File: config.mk
export PLATFORM = sky130hd
export DESIGN_NAME = i2c_top
export DESIGN_NICKNAME = d
export VERILOG_FILES = /design/src/i2c_pkg.sv /design/src/i2c_byte_mem.sv /design/src/i2c_master.sv /design/src/i2c_phase_timer.sv /design/src/i2c_target.sv /design/src/i2c_top.sv
export SDC_FILE = /design/constraint.sdc
export NUM_CORES = 2
export LEC_CHECK = 0
export BUFFER_PORTS_ARGS = -buffer_cell sky130_fd_sc_hd__buf_4
export CAP_MARGIN = 40
export CELL_PAD_IN_SITES_DETAIL_PLACEMENT = 0
export CELL_PAD_IN_SITES_GLOBAL_PLACEMENT = 1
export CORE_ASPECT_RATIO = 2
export CORE_MARGIN = 2
export CORE_UTILIZATION = 54
export CTS_CLUSTER_DIAMETER = 60
export DETAILED_ROUTE_END_ITERATION = 10
export PLACE_DENSITY = 0.83
export SLEW_MARGIN = 5
export SYNTH_ARGS = -nofsm -noshare
export SYNTH_HDL_FRONTEND = slang
export SYNTH_SLANG_ARGS = --single-unit
File: constraint.sdc
create_clock -name clk -period 42.4 [get_ports clk]
set_clock_uncertainty 0.05 [all_clocks]
set_input_delay 6.36 -clock clk [delete_from_list [all_inputs] [get_ports clk]]
set_output_delay 6.36 -clock clk [all_outputs]
set_load 0.01 [all_outputs]
File: src/i2c_pkg.sv
`default_nettype none

package i2c_pkg;

  localparam int i2c_addr_w = 7;  // memory and device address bits
  localparam int i2c_data_w = 8;  // one data byte
  localparam int mem_depth  = 128;

  // user request into the controller
  typedef struct packed {
    logic [i2c_addr_w-1:0] addr;
    logic                  rd;     // 1 = read
    logic [i2c_data_w-1:0] wdata;
  } i2c_req_t;

  // target side access to the byte memory
  typedef struct packed {
    logic                  we;
    logic [i2c_addr_w-1:0] addr;
    logic [i2c_data_w-1:0] wdata;
  } mem_req_t;

  // quarter of one scl bit period
  typedef enum logic [1:0] {
    ph_low0  = 2'd0,
    ph_low1  = 2'd1,
    ph_high0 = 2'd2,
    ph_high1 = 2'd3
  } phase_t;

endpackage

`default_nettype wire

File: src/i2c_byte_mem.sv
`timescale 1ns/1ps
`default_nettype none

module i2c_byte_mem (
  input  wire                            clk,
  input  wire                            rst,
  input  i2c_pkg::mem_req_t              mem_req,
  output logic [i2c_pkg::i2c_data_w-1:0] rdata
);
  import i2c_pkg::*;

  logic [i2c_data_w-1:0] mem [mem_depth];

  always_ff @(posedge clk or posedge rst)
  begin
    if (rst)
    begin
      for (int i = 0; i < mem_depth; i++)
      begin
        mem[i] <= i2c_data_w'(i);  // each byte holds its index
      end
    end
    else if (mem_req.we)
    begin
      mem[mem_req.addr] <= mem_req.wdata;
    end
  end

  assign rdata = mem[mem_req.addr];  // no read latency

endmodule

`default_nettype wire

File: src/i2c_master.sv
`timescale 1ns/1ps
`default_nettype none

module i2c_master #(
  parameter int quarter_len = 4
) (
  input  wire                                   clk,
  input  wire                                   rst,
  input  wire                                   req_valid,
  input  i2c_pkg::i2c_req_t                     req,
  input  wire                                   sda,
  output logic                                  scl,
  output logic                                  sda_pull,
  output logic [i2c_pkg::i2c_data_w-1:0]        rdata,
  output logic                                  busy,
  output logic                                  done
);
  import i2c_pkg::*;

  typedef enum logic [2:0] {
    st_idle, st_start, st_addr, st_ack_addr, st_write, st_read, st_ack_data, st_stop
  } state_t;

  state_t                state;
  phase_t                phase;
  logic                  bit_end;
  logic [2:0]            bit_cnt;  // wraps after 8 bits
  logic [i2c_data_w-1:0] tx_sh;    // msb goes out first
  logic [i2c_data_w-1:0] rx_sh;
  logic [i2c_data_w-1:0] wdata_q;
  logic                  rd_q;
  logic                  sda_smp;  // sda as seen late in high0
  logic                  pull_nxt;
  logic                  scl_high;

  i2c_phase_timer #(
    .quarter_len (quarter_len)
  ) phase_timer0 (
    .clk     (clk),
    .rst     (rst),
    .en      (state != st_idle),
    .phase   (phase),
    .bit_end (bit_end)
  );

  assign scl_high = (phase == ph_high0) || (phase == ph_high1);
  assign scl      = (state == st_idle || state == st_start) ? 1'b1 : scl_high;
  assign busy     = (state != st_idle);

  ////////////////////////////////////////////////////////////
  // sda level per state and phase, low0 holds the old level
  // so sda never moves on the same cycle as the scl fall
  ////////////////////////////////////////////////////////////
  always_comb
  begin
    pull_nxt = sda_pull;
    case (state)
      st_idle:  pull_nxt = 1'b0;
      st_start: pull_nxt = scl_high;  // sda falls with scl high
      st_addr, st_write:
      begin
        if (phase != ph_low0)
          pull_nxt = ~tx_sh[7];
      end
      st_ack_addr, st_read, st_ack_data:
      begin
        if (phase != ph_low0)
          pull_nxt = 1'b0;  // target acks or drives, NACK after read
      end
      st_stop:
      begin
        if (phase == ph_low1 || phase == ph_high0)
          pull_nxt = 1'b1;
        else if (phase == ph_high1)
          pull_nxt = 1'b0;  // sda rises with scl high
      end
      default: pull_nxt = 1'b0;
    endcase
  end

  always_ff @(posedge clk or posedge rst)
  begin
    if (rst)
    begin
      state    <= st_idle;
      bit_cnt  <= '0;
      tx_sh    <= '0;
      rx_sh    <= '0;
      wdata_q  <= '0;
      rd_q     <= 1'b0;
      sda_smp  <= 1'b1;
      sda_pull <= 1'b0;
      rdata    <= '0;
      done     <= 1'b0;
    end
    else
    begin
      done     <= 1'b0;
      sda_pull <= pull_nxt;
      if (phase == ph_high0)
        sda_smp <= sda;
      case (state)
        st_idle:
        begin
          if (req_valid)
          begin
            tx_sh   <= {req.addr, req.rd};
            rd_q    <= req.rd;
            wdata_q <= req.wdata;
            bit_cnt <= '0;
            state   <= st_start;
          end
        end
        st_start:
        begin
          if (bit_end)
            state <= st_addr;
        end
        st_addr, st_write:
        begin
          if (bit_end)
          begin
            tx_sh   <= {tx_sh[6:0], 1'b0};
            bit_cnt <= bit_cnt + 1'b1;
            if (bit_cnt == 3'd7)
              state <= (state == st_addr) ? st_ack_addr : st_ack_data;
          end
        end
        st_ack_addr:
        begin
          if (bit_end)
          begin
            tx_sh <= wdata_q;
            state <= rd_q ? st_read : st_write;
          end
        end
        st_read:
        begin
          if (bit_end)
          begin
            rx_sh   <= {rx_sh[6:0], sda_smp};
            bit_cnt <= bit_cnt + 1'b1;
            if (bit_cnt == 3'd7)
              state <= st_ack_data;
          end
        end
        st_ack_data:
        begin
          if (bit_end)
          begin
            if (rd_q)
              rdata <= rx_sh;
            state <= st_stop;
          end
        end
        st_stop:
        begin
          if (bit_end)
          begin
            state <= st_idle;
            done  <= 1'b1;  // same edge busy drops
          end
        end
        default: state <= st_idle;
      endcase
    end
  end

  // data may only move while scl is low, start and stop excepted
  a_sda_stable: assert property (@(posedge clk) disable iff (rst)
    (scl && $past(scl) && (sda_pull != $past(sda_pull)))
      |-> (state == st_start || state == st_stop));

endmodule

`default_nettype wire

File: src/i2c_phase_timer.sv
`timescale 1ns/1ps
`default_nettype none

module i2c_phase_timer #(
  parameter int quarter_len = 4
) (
  input  wire             clk,
  input  wire             rst,
  input  wire             en,
  output i2c_pkg::phase_t phase,
  output logic            bit_end
);
  import i2c_pkg::*;

  localparam int cnt_w = $clog2(quarter_len);
  localparam logic [cnt_w-1:0] cnt_last = cnt_w'(quarter_len - 1);

  logic [cnt_w-1:0] cnt;  // cycles within the current quarter

  always_ff @(posedge clk or posedge rst)
  begin
    if (rst)
    begin
      cnt   <= '0;
      phase <= ph_low0;
    end
    else if (!en)
    begin
      cnt   <= '0;  // park at start of a bit
      phase <= ph_low0;
    end
    else if (cnt == cnt_last)
    begin
      cnt   <= '0;
      phase <= phase_t'(phase + 2'd1);  // wraps high1 -> low0
    end
    else
    begin
      cnt <= cnt + 1'b1;
    end
  end

  assign bit_end = en && (phase == ph_high1) && (cnt == cnt_last);

  // the target needs a few cycles per quarter to see each edge
  a_quarter_len: assert property (@(posedge clk) quarter_len >= 4);

endmodule

`default_nettype wire

File: src/i2c_target.sv
`timescale 1ns/1ps
`default_nettype none

module i2c_target (
  input  wire                            clk,
  input  wire                            rst,
  input  wire                            scl,
  input  wire                            sda,
  output logic                           sda_pull,
  output i2c_pkg::mem_req_t              mem_req,
  input  wire [i2c_pkg::i2c_data_w-1:0]  mem_rdata
);
  import i2c_pkg::*;

  typedef enum logic [2:0] {
    st_idle, st_addr, st_ack_addr, st_rx_data, st_ack_data, st_tx_data, st_wait_ack,
    st_wait_stop
  } state_t;

  state_t                state;
  logic                  scl_s1, scl_s2, scl_q;
  logic                  sda_s1, sda_s2, sda_q;
  logic                  scl_rise, scl_fall, start_det, stop_det;
  logic [i2c_data_w-1:0] sh;       // address, rx and tx byte
  logic [2:0]            bit_cnt;
  logic [i2c_addr_w-1:0] addr_q;
  logic                  rd_q;
  logic                  we_q;

  ////////////////////////////////////////////////////////////
  // bus synchronizer and edge detect
  ////////////////////////////////////////////////////////////
  always_ff @(posedge clk or posedge rst)
  begin
    if (rst)
    begin
      scl_s1 <= 1'b1;  // idle bus is high
      scl_s2 <= 1'b1;
      scl_q  <= 1'b1;
      sda_s1 <= 1'b1;
      sda_s2 <= 1'b1;
      sda_q  <= 1'b1;
    end
    else
    begin
      scl_s1 <= scl;
      scl_s2 <= scl_s1;
      scl_q  <= scl_s2;
      sda_s1 <= sda;
      sda_s2 <= sda_s1;
      sda_q  <= sda_s2;
    end
  end

  assign scl_rise  = scl_s2 & ~scl_q;
  assign scl_fall  = ~scl_s2 & scl_q;
  assign start_det = scl_s2 & scl_q & sda_q & ~sda_s2;
  assign stop_det  = scl_s2 & scl_q & ~sda_q & sda_s2;

  assign mem_req = '{we: we_q, addr: addr_q, wdata: sh};

  ////////////////////////////////////////////////////////////
  // protocol FSM
  ////////////////////////////////////////////////////////////
  always_ff @(posedge clk or posedge rst)
  begin
    if (rst)
    begin
      state    <= st_idle;
      sh       <= '0;
      bit_cnt  <= '0;
      addr_q   <= '0;
      rd_q     <= 1'b0;
      we_q     <= 1'b0;
      sda_pull <= 1'b0;
    end
    else
    begin
      we_q <= 1'b0;
      if (stop_det)
      begin
        state    <= st_idle;
        sda_pull <= 1'b0;
      end
      else
      begin
        case (state)
          st_idle:
          begin
            if (start_det)
            begin
              bit_cnt <= '0;
              state   <= st_addr;
            end
          end
          st_addr:
          begin
            if (scl_rise)
            begin
              sh      <= {sh[6:0], sda_s2};
              bit_cnt <= bit_cnt + 1'b1;
              if (bit_cnt == 3'd7)
              begin
                addr_q <= sh[6:0];  // upper seven bits of the byte
                rd_q   <= sda_s2;
                state  <= st_ack_addr;
              end
            end
          end
          // first fall starts the ack, second fall ends it
          st_ack_addr:
          begin
            if (scl_fall)
            begin
              if (!sda_pull)
                sda_pull <= 1'b1;
              else if (rd_q)
              begin
                sh       <= mem_rdata;
                sda_pull <= ~mem_rdata[7];  // first read bit
                state    <= st_tx_data;
              end
              else
              begin
                sda_pull <= 1'b0;
                state    <= st_rx_data;
              end
            end
          end
          st_rx_data:
          begin
            if (scl_rise)
            begin
              sh      <= {sh[6:0], sda_s2};
              bit_cnt <= bit_cnt + 1'b1;
              if (bit_cnt == 3'd7)
              begin
                we_q  <= 1'b1;  // one cycle store
                state <= st_ack_data;
              end
            end
          end
          st_ack_data:
          begin
            if (scl_fall)
            begin
              if (!sda_pull)
                sda_pull <= 1'b1;
              else
              begin
                sda_pull <= 1'b0;
                state    <= st_wait_stop;
              end
            end
          end
          st_tx_data:
          begin
            if (scl_fall)
            begin
              bit_cnt <= bit_cnt + 1'b1;
              if (bit_cnt == 3'd7)
              begin
                sda_pull <= 1'b0;  // let the controller answer
                state    <= st_wait_ack;
              end
              else
              begin
                sda_pull <= ~sh[6];
                sh       <= {sh[6:0], 1'b0};
              end
            end
          end
          st_wait_ack:
          begin
            if (scl_fall)
              state <= st_wait_stop;
          end
          st_wait_stop: state <= st_wait_stop;
          default:      state <= st_idle;
        endcase
      end
    end
  end

  a_we_pulse: assert property (@(posedge clk) disable iff (rst) we_q |=> !we_q);

endmodule

`default_nettype wire

File: src/i2c_top.sv
`timescale 1ns/1ps
`default_nettype none

module i2c_top #(
  parameter int sys_freq_hz = 40_000_000,
  parameter int scl_freq_hz = 2_500_000
) (
  input  wire                            clk,
  input  wire                            rst,
  input  wire                            req_valid,
  input  i2c_pkg::i2c_req_t              req,
  output logic [i2c_pkg::i2c_data_w-1:0] rdata,
  output logic                           busy,
  output logic                           done
);
  import i2c_pkg::*;

  localparam int quarter_len = sys_freq_hz / (4 * scl_freq_hz);  // clocks per quarter

  logic                  scl;
  logic                  sda;
  logic                  sda_pull_m;
  logic                  sda_pull_s;
  mem_req_t              mem_req;
  logic [i2c_data_w-1:0] mem_rdata;

  assign sda = ~(sda_pull_m | sda_pull_s);  // wired-AND open drain

  i2c_master #(
    .quarter_len (quarter_len)
  ) master0 (
    .clk       (clk),
    .rst       (rst),
    .req_valid (req_valid),
    .req       (req),
    .sda       (sda),
    .scl       (scl),
    .sda_pull  (sda_pull_m),
    .rdata     (rdata),
    .busy      (busy),
    .done      (done)
  );

  i2c_target target0 (
    .clk       (clk),
    .rst       (rst),
    .scl       (scl),
    .sda       (sda),
    .sda_pull  (sda_pull_s),
    .mem_req   (mem_req),
    .mem_rdata (mem_rdata)
  );

  i2c_byte_mem mem0 (
    .clk     (clk),
    .rst     (rst),
    .mem_req (mem_req),
    .rdata   (mem_rdata)
  );

endmodule

`default_nettype wire
==> run summary <==
Clock tree from TritonCTS = built
Net count after synthesis = 3,460
Worst path setup slack after routing = 33.66 ns
DRT Wirelength = 134,000 µm
Status = completed
Leakage power = 24.7 nW
Summed instance area of the synthesized netlist = 0.0514 mm²
Register area share after synthesis = 0.547
Number of warning messages in the yosys log = 0
Design Area, Final = 0.0563 mm²
Total Power Consumption = 2.38 mW
Cts bufs inserted = 98
Total met2 wirelength after detailed routing = 64,300 µm
IR drop worst, VDD = 0.0386 mV
Hold/Removal Path Class = flop to flop
Number of cell rows = 160
Most common cell in the netlist = sky130_fd_sc_hd__mux2_2
Number of nets with antenna violations after routing = 0
Count of different cell masters after synthesis = 74
Met3 wire len = 7530 µm
DR WL/cell = 28.5 µm
Avg Cell Area, Syn = 15.0 µm²
Worst R2R Path Depth = 11
Leading post-synthesis cells by cell area = sky130_fd_sc_hd__dfrtp_1, sky130_fd_sc_hd__dfstp_2, sky130_fd_sc_hd__mux2_2, sky130_fd_sc_hd__mux4_2, sky130_fd_sc_hd__mux2i_1
Highest signal layer in the routed design = met5
Most frequently used flop master after synthesis = sky130_fd_sc_hd__dfrtp_1
Overall fraction of global-route tracks in use = 0.280
Largest net degree at the start of global routing = 196
Final-report max-slew violation count = 0
Slew at the pin closest to its max-slew limit = 1.08 ns
Number of buffers inserted to repair setup after CTS = 0
Fraction of layout cells with a size suffix above 1 = 0.605
Vias per std cell = 6.41
Final sum of negative setup slack = 0 ns
R2R Setup Slk = 37.10 ns
Relative slew margins = 0.281
Launching point of the worst reg2reg path = target0.addr_q[0]$_DFFE_PP0P_
Critical path launch point type = flop
Clock latency on the worst-skew pair = 0.72 ns
Arrival time worst endpoint = 2.33 ns
Grt total ovfl = 0
Number of H-tree levels = 3
Hold Crit Endpoint = target0.sda_s2$_DFF_PP1_
Detailed-route via count = 30.1k
Half-perimeter wire length after placement = 86,300 µm
Post-placement setup slack = 32.89 ns
Y dimension of the die = 440 µm
Cell count after synthesis = 3,432
Hold Crit Depth = 0
Number of antenna violations at the first check in global routing = 1
Family of cells with the greatest summed delay on the critical path = simple AND/OR/NAND/NOR gates
Setup repair after global routing missed its margin = false
DRC marker count from the first detailed-route iteration = 2,349
Count of maximum capacitance violations = 0
Min Clock Period, post-route = 8.74 ns
Area Growth Syn to Fin = 9.49%
Library cell occupying the most area in the post-synthesis netlist = sky130_fd_sc_hd__dfrtp_1
Power density over cell area = 42.3 mW/mm²
End of the worst register-to-register path = target0.sda_pull$_DFFE_PP0P_
Overall die area = 0.0978 mm²
CP endpoint kind = primary output
Number of DRC violations after detailed routing = 0
Drt first pass iters = 5
Cells along the critical path = nor3_1 -> inv_1 -> buf_4
Weighted congestion at the end of routability-driven global placement = 0.960
Cell with the largest stage delay on the worst path = sky130_fd_sc_hd__nor3_1
Area after DPL = 0.0528 mm²
Antenna cells = 0
Starting density of the core = 0.543
Clk sinks = 1,100
Maximum fanout along the worst path = 27
Period utilisation layout = 0.206
Leading post-synthesis cells by instance count = sky130_fd_sc_hd__mux2_2, sky130_fd_sc_hd__dfrtp_1, sky130_fd_sc_hd__dfstp_2
Post-CTS sizing = 0
Input/output buffers = 28
Max Freq = 114 MHz
WS Path Type = flop to primary output
Buffer levels on the longest clock path = 3
Sum of routed wire segments on met1 = 54,200 µm
Num ports = 29
Worst path required time = 35.99 ns
Cts hold-fix bufs = 0
Clock edge transition at the registers on the reported setup and hold paths = 0.06 ns
Die outline width = 222 µm
Start point of the worst min-delay path = target0.sda_s1$_DFF_PP1_
Count of nets after finishing = 3,416
Post-synth EDFFs = 0
Post-synth top area share = 0.314
Master cell of the clock root buffer = sky130_fd_sc_hd__clkbuf_16
CP max stage delay = 0.73 ns
Number of synthesized register bits = 1,100
Global-route wire length before repair = 204,000 µm
Via count of the first global-routing pass = 31.2k
CP bufs+invs = 2
Area of the core = 0.0947 mm²
Setup Viol. Count Final = 0
Share of synthesized flip-flops with an asynchronous set or reset = 1.00
Number of hold-slack violations in the final timing report = 0
==> registers in the layout, indices dropped and copies added, names as in the netlist, 7 cells and up <==
name,flops
mem0.mem,1024
master0.rdata,8
master0.rx_sh,8
master0.tx_sh,8
master0.wdata_q,8
target0.sh,8
target0.addr_q,7
==> cell usage in the layout (no fill, tap or decap), types with 36 or more instances in the layout <==
cell and n:
sky130_fd_sc_hd__nand2_1 172, sky130_fd_sc_hd__mux2i_1 68, sky130_fd_sc_hd__dfstp_2 455, sky130_fd_sc_hd__clkbuf_16 101, sky130_fd_sc_hd__nor2_2 38, sky130_fd_sc_hd__mux2_2 1049
sky130_fd_sc_hd__nor2_1 69, sky130_fd_sc_hd__mux4_2 238, sky130_fd_sc_hd__buf_4 82, sky130_fd_sc_hd__a21oi_1 65, sky130_fd_sc_hd__dfrtp_1 632, sky130_fd_sc_hd__o21ai_0 36
==> layout make-up <==
type                       count  area, µm²
inverter                      13       57.6
fill                        7177      38400
multi-input combinational   2068      22000
tap                         1215       1520
clock buffer                 145       2910
clock inverter                41        524
sequential                  1100      28100
timing repair buffer         107       1070
==> power breakdown <==
| group | leakage, nW | switching [mW] | total (mW) | internal (mW) |
|---|---|---|---|---|
| Clock | 1.70 | 0.406 | 0.946 | 0.540 |
| Combinational | 9.41 | 0.196 | 0.274 | 0.0779 |
| Sequential | 13.6 | 0.0808 | 1.16 | 1.08 |
| Total | 24.7 | 0.683 | 2.38 | 1.69 |
==> layer usage <==
layer | up-vias | track usage
li1 | 12600 | -
met1 | 16200 | 0.370
met2 | 873 | 0.443
met3 | 338 | 0.0498
met4 | 2 | 0.149
met5 | - | 0.00199
==> stage by stage <==
| step | cells | util | hold WS, ns |
|---|---|---|---|
| after detailed placement | 4501 | 0.557 | 0.297 |
| after floorplan | 3432 | - | 0.295 |
| final | 4689 | 0.594 | 0.291 |
| after global routing | 4689 | 0.594 | 0.299 |
| after CTS | 4687 | 0.594 | 0.289 |
| after global placement | 4479 | 0.554 | 0.296 |
==> cell families after synthesis <==
logic type,count (synthesis),share of synthesized area
adders and majority gates,9,0.00234
AOI/OAI and AO/OA,236,0.0302
DFF,1100,0.547
xor gates and xnor gates,2,0.000341
muxes,1375,0.352
buffers and inverters,264,0.0254
and+or+nand+nor,446,0.0430
==> worst max-delay path by stage <==
stage	start	to	slack (ns)	cells after the start
after global placement	rst	mem0.mem[740]$_DFFE_PP0P_	31.47	6
after CTS	rst	mem0.mem[532]$_DFFE_PP1P_	33.63	9
after floorplan	rst	master0.bit_cnt[0]$_DFFE_PP0P_	5.77	1
final	master0.state[1]$_DFFE_PP0P_	busy	33.66	3
after global routing	rst	mem0.mem[560]$_DFFE_PP1P_	33.29	9
after detailed placement	rst	mem0.mem[528]$_DFFE_PP1P_	32.89	9
==> worst reg2reg max path, cell delays in order, from the launching register on <==
cell                        delay, ns
sky130_fd_sc_hd__dfrtp_4         0.66
sky130_fd_sc_hd__buf_12          0.46
sky130_fd_sc_hd__buf_4           0.86
sky130_fd_sc_hd__buf_4           0.58
sky130_fd_sc_hd__buf_4           0.67
sky130_fd_sc_hd__mux4_2          0.62
sky130_fd_sc_hd__nor2_1          0.24
sky130_fd_sc_hd__a2111oi_0       0.15
sky130_fd_sc_hd__nor4_1          0.28
sky130_fd_sc_hd__o221ai_1        0.16
sky130_fd_sc_hd__nand4_1         0.32
sky130_fd_sc_hd__a31o_1          0.19
Note: power is estimated with default switching activity, not from simulation.
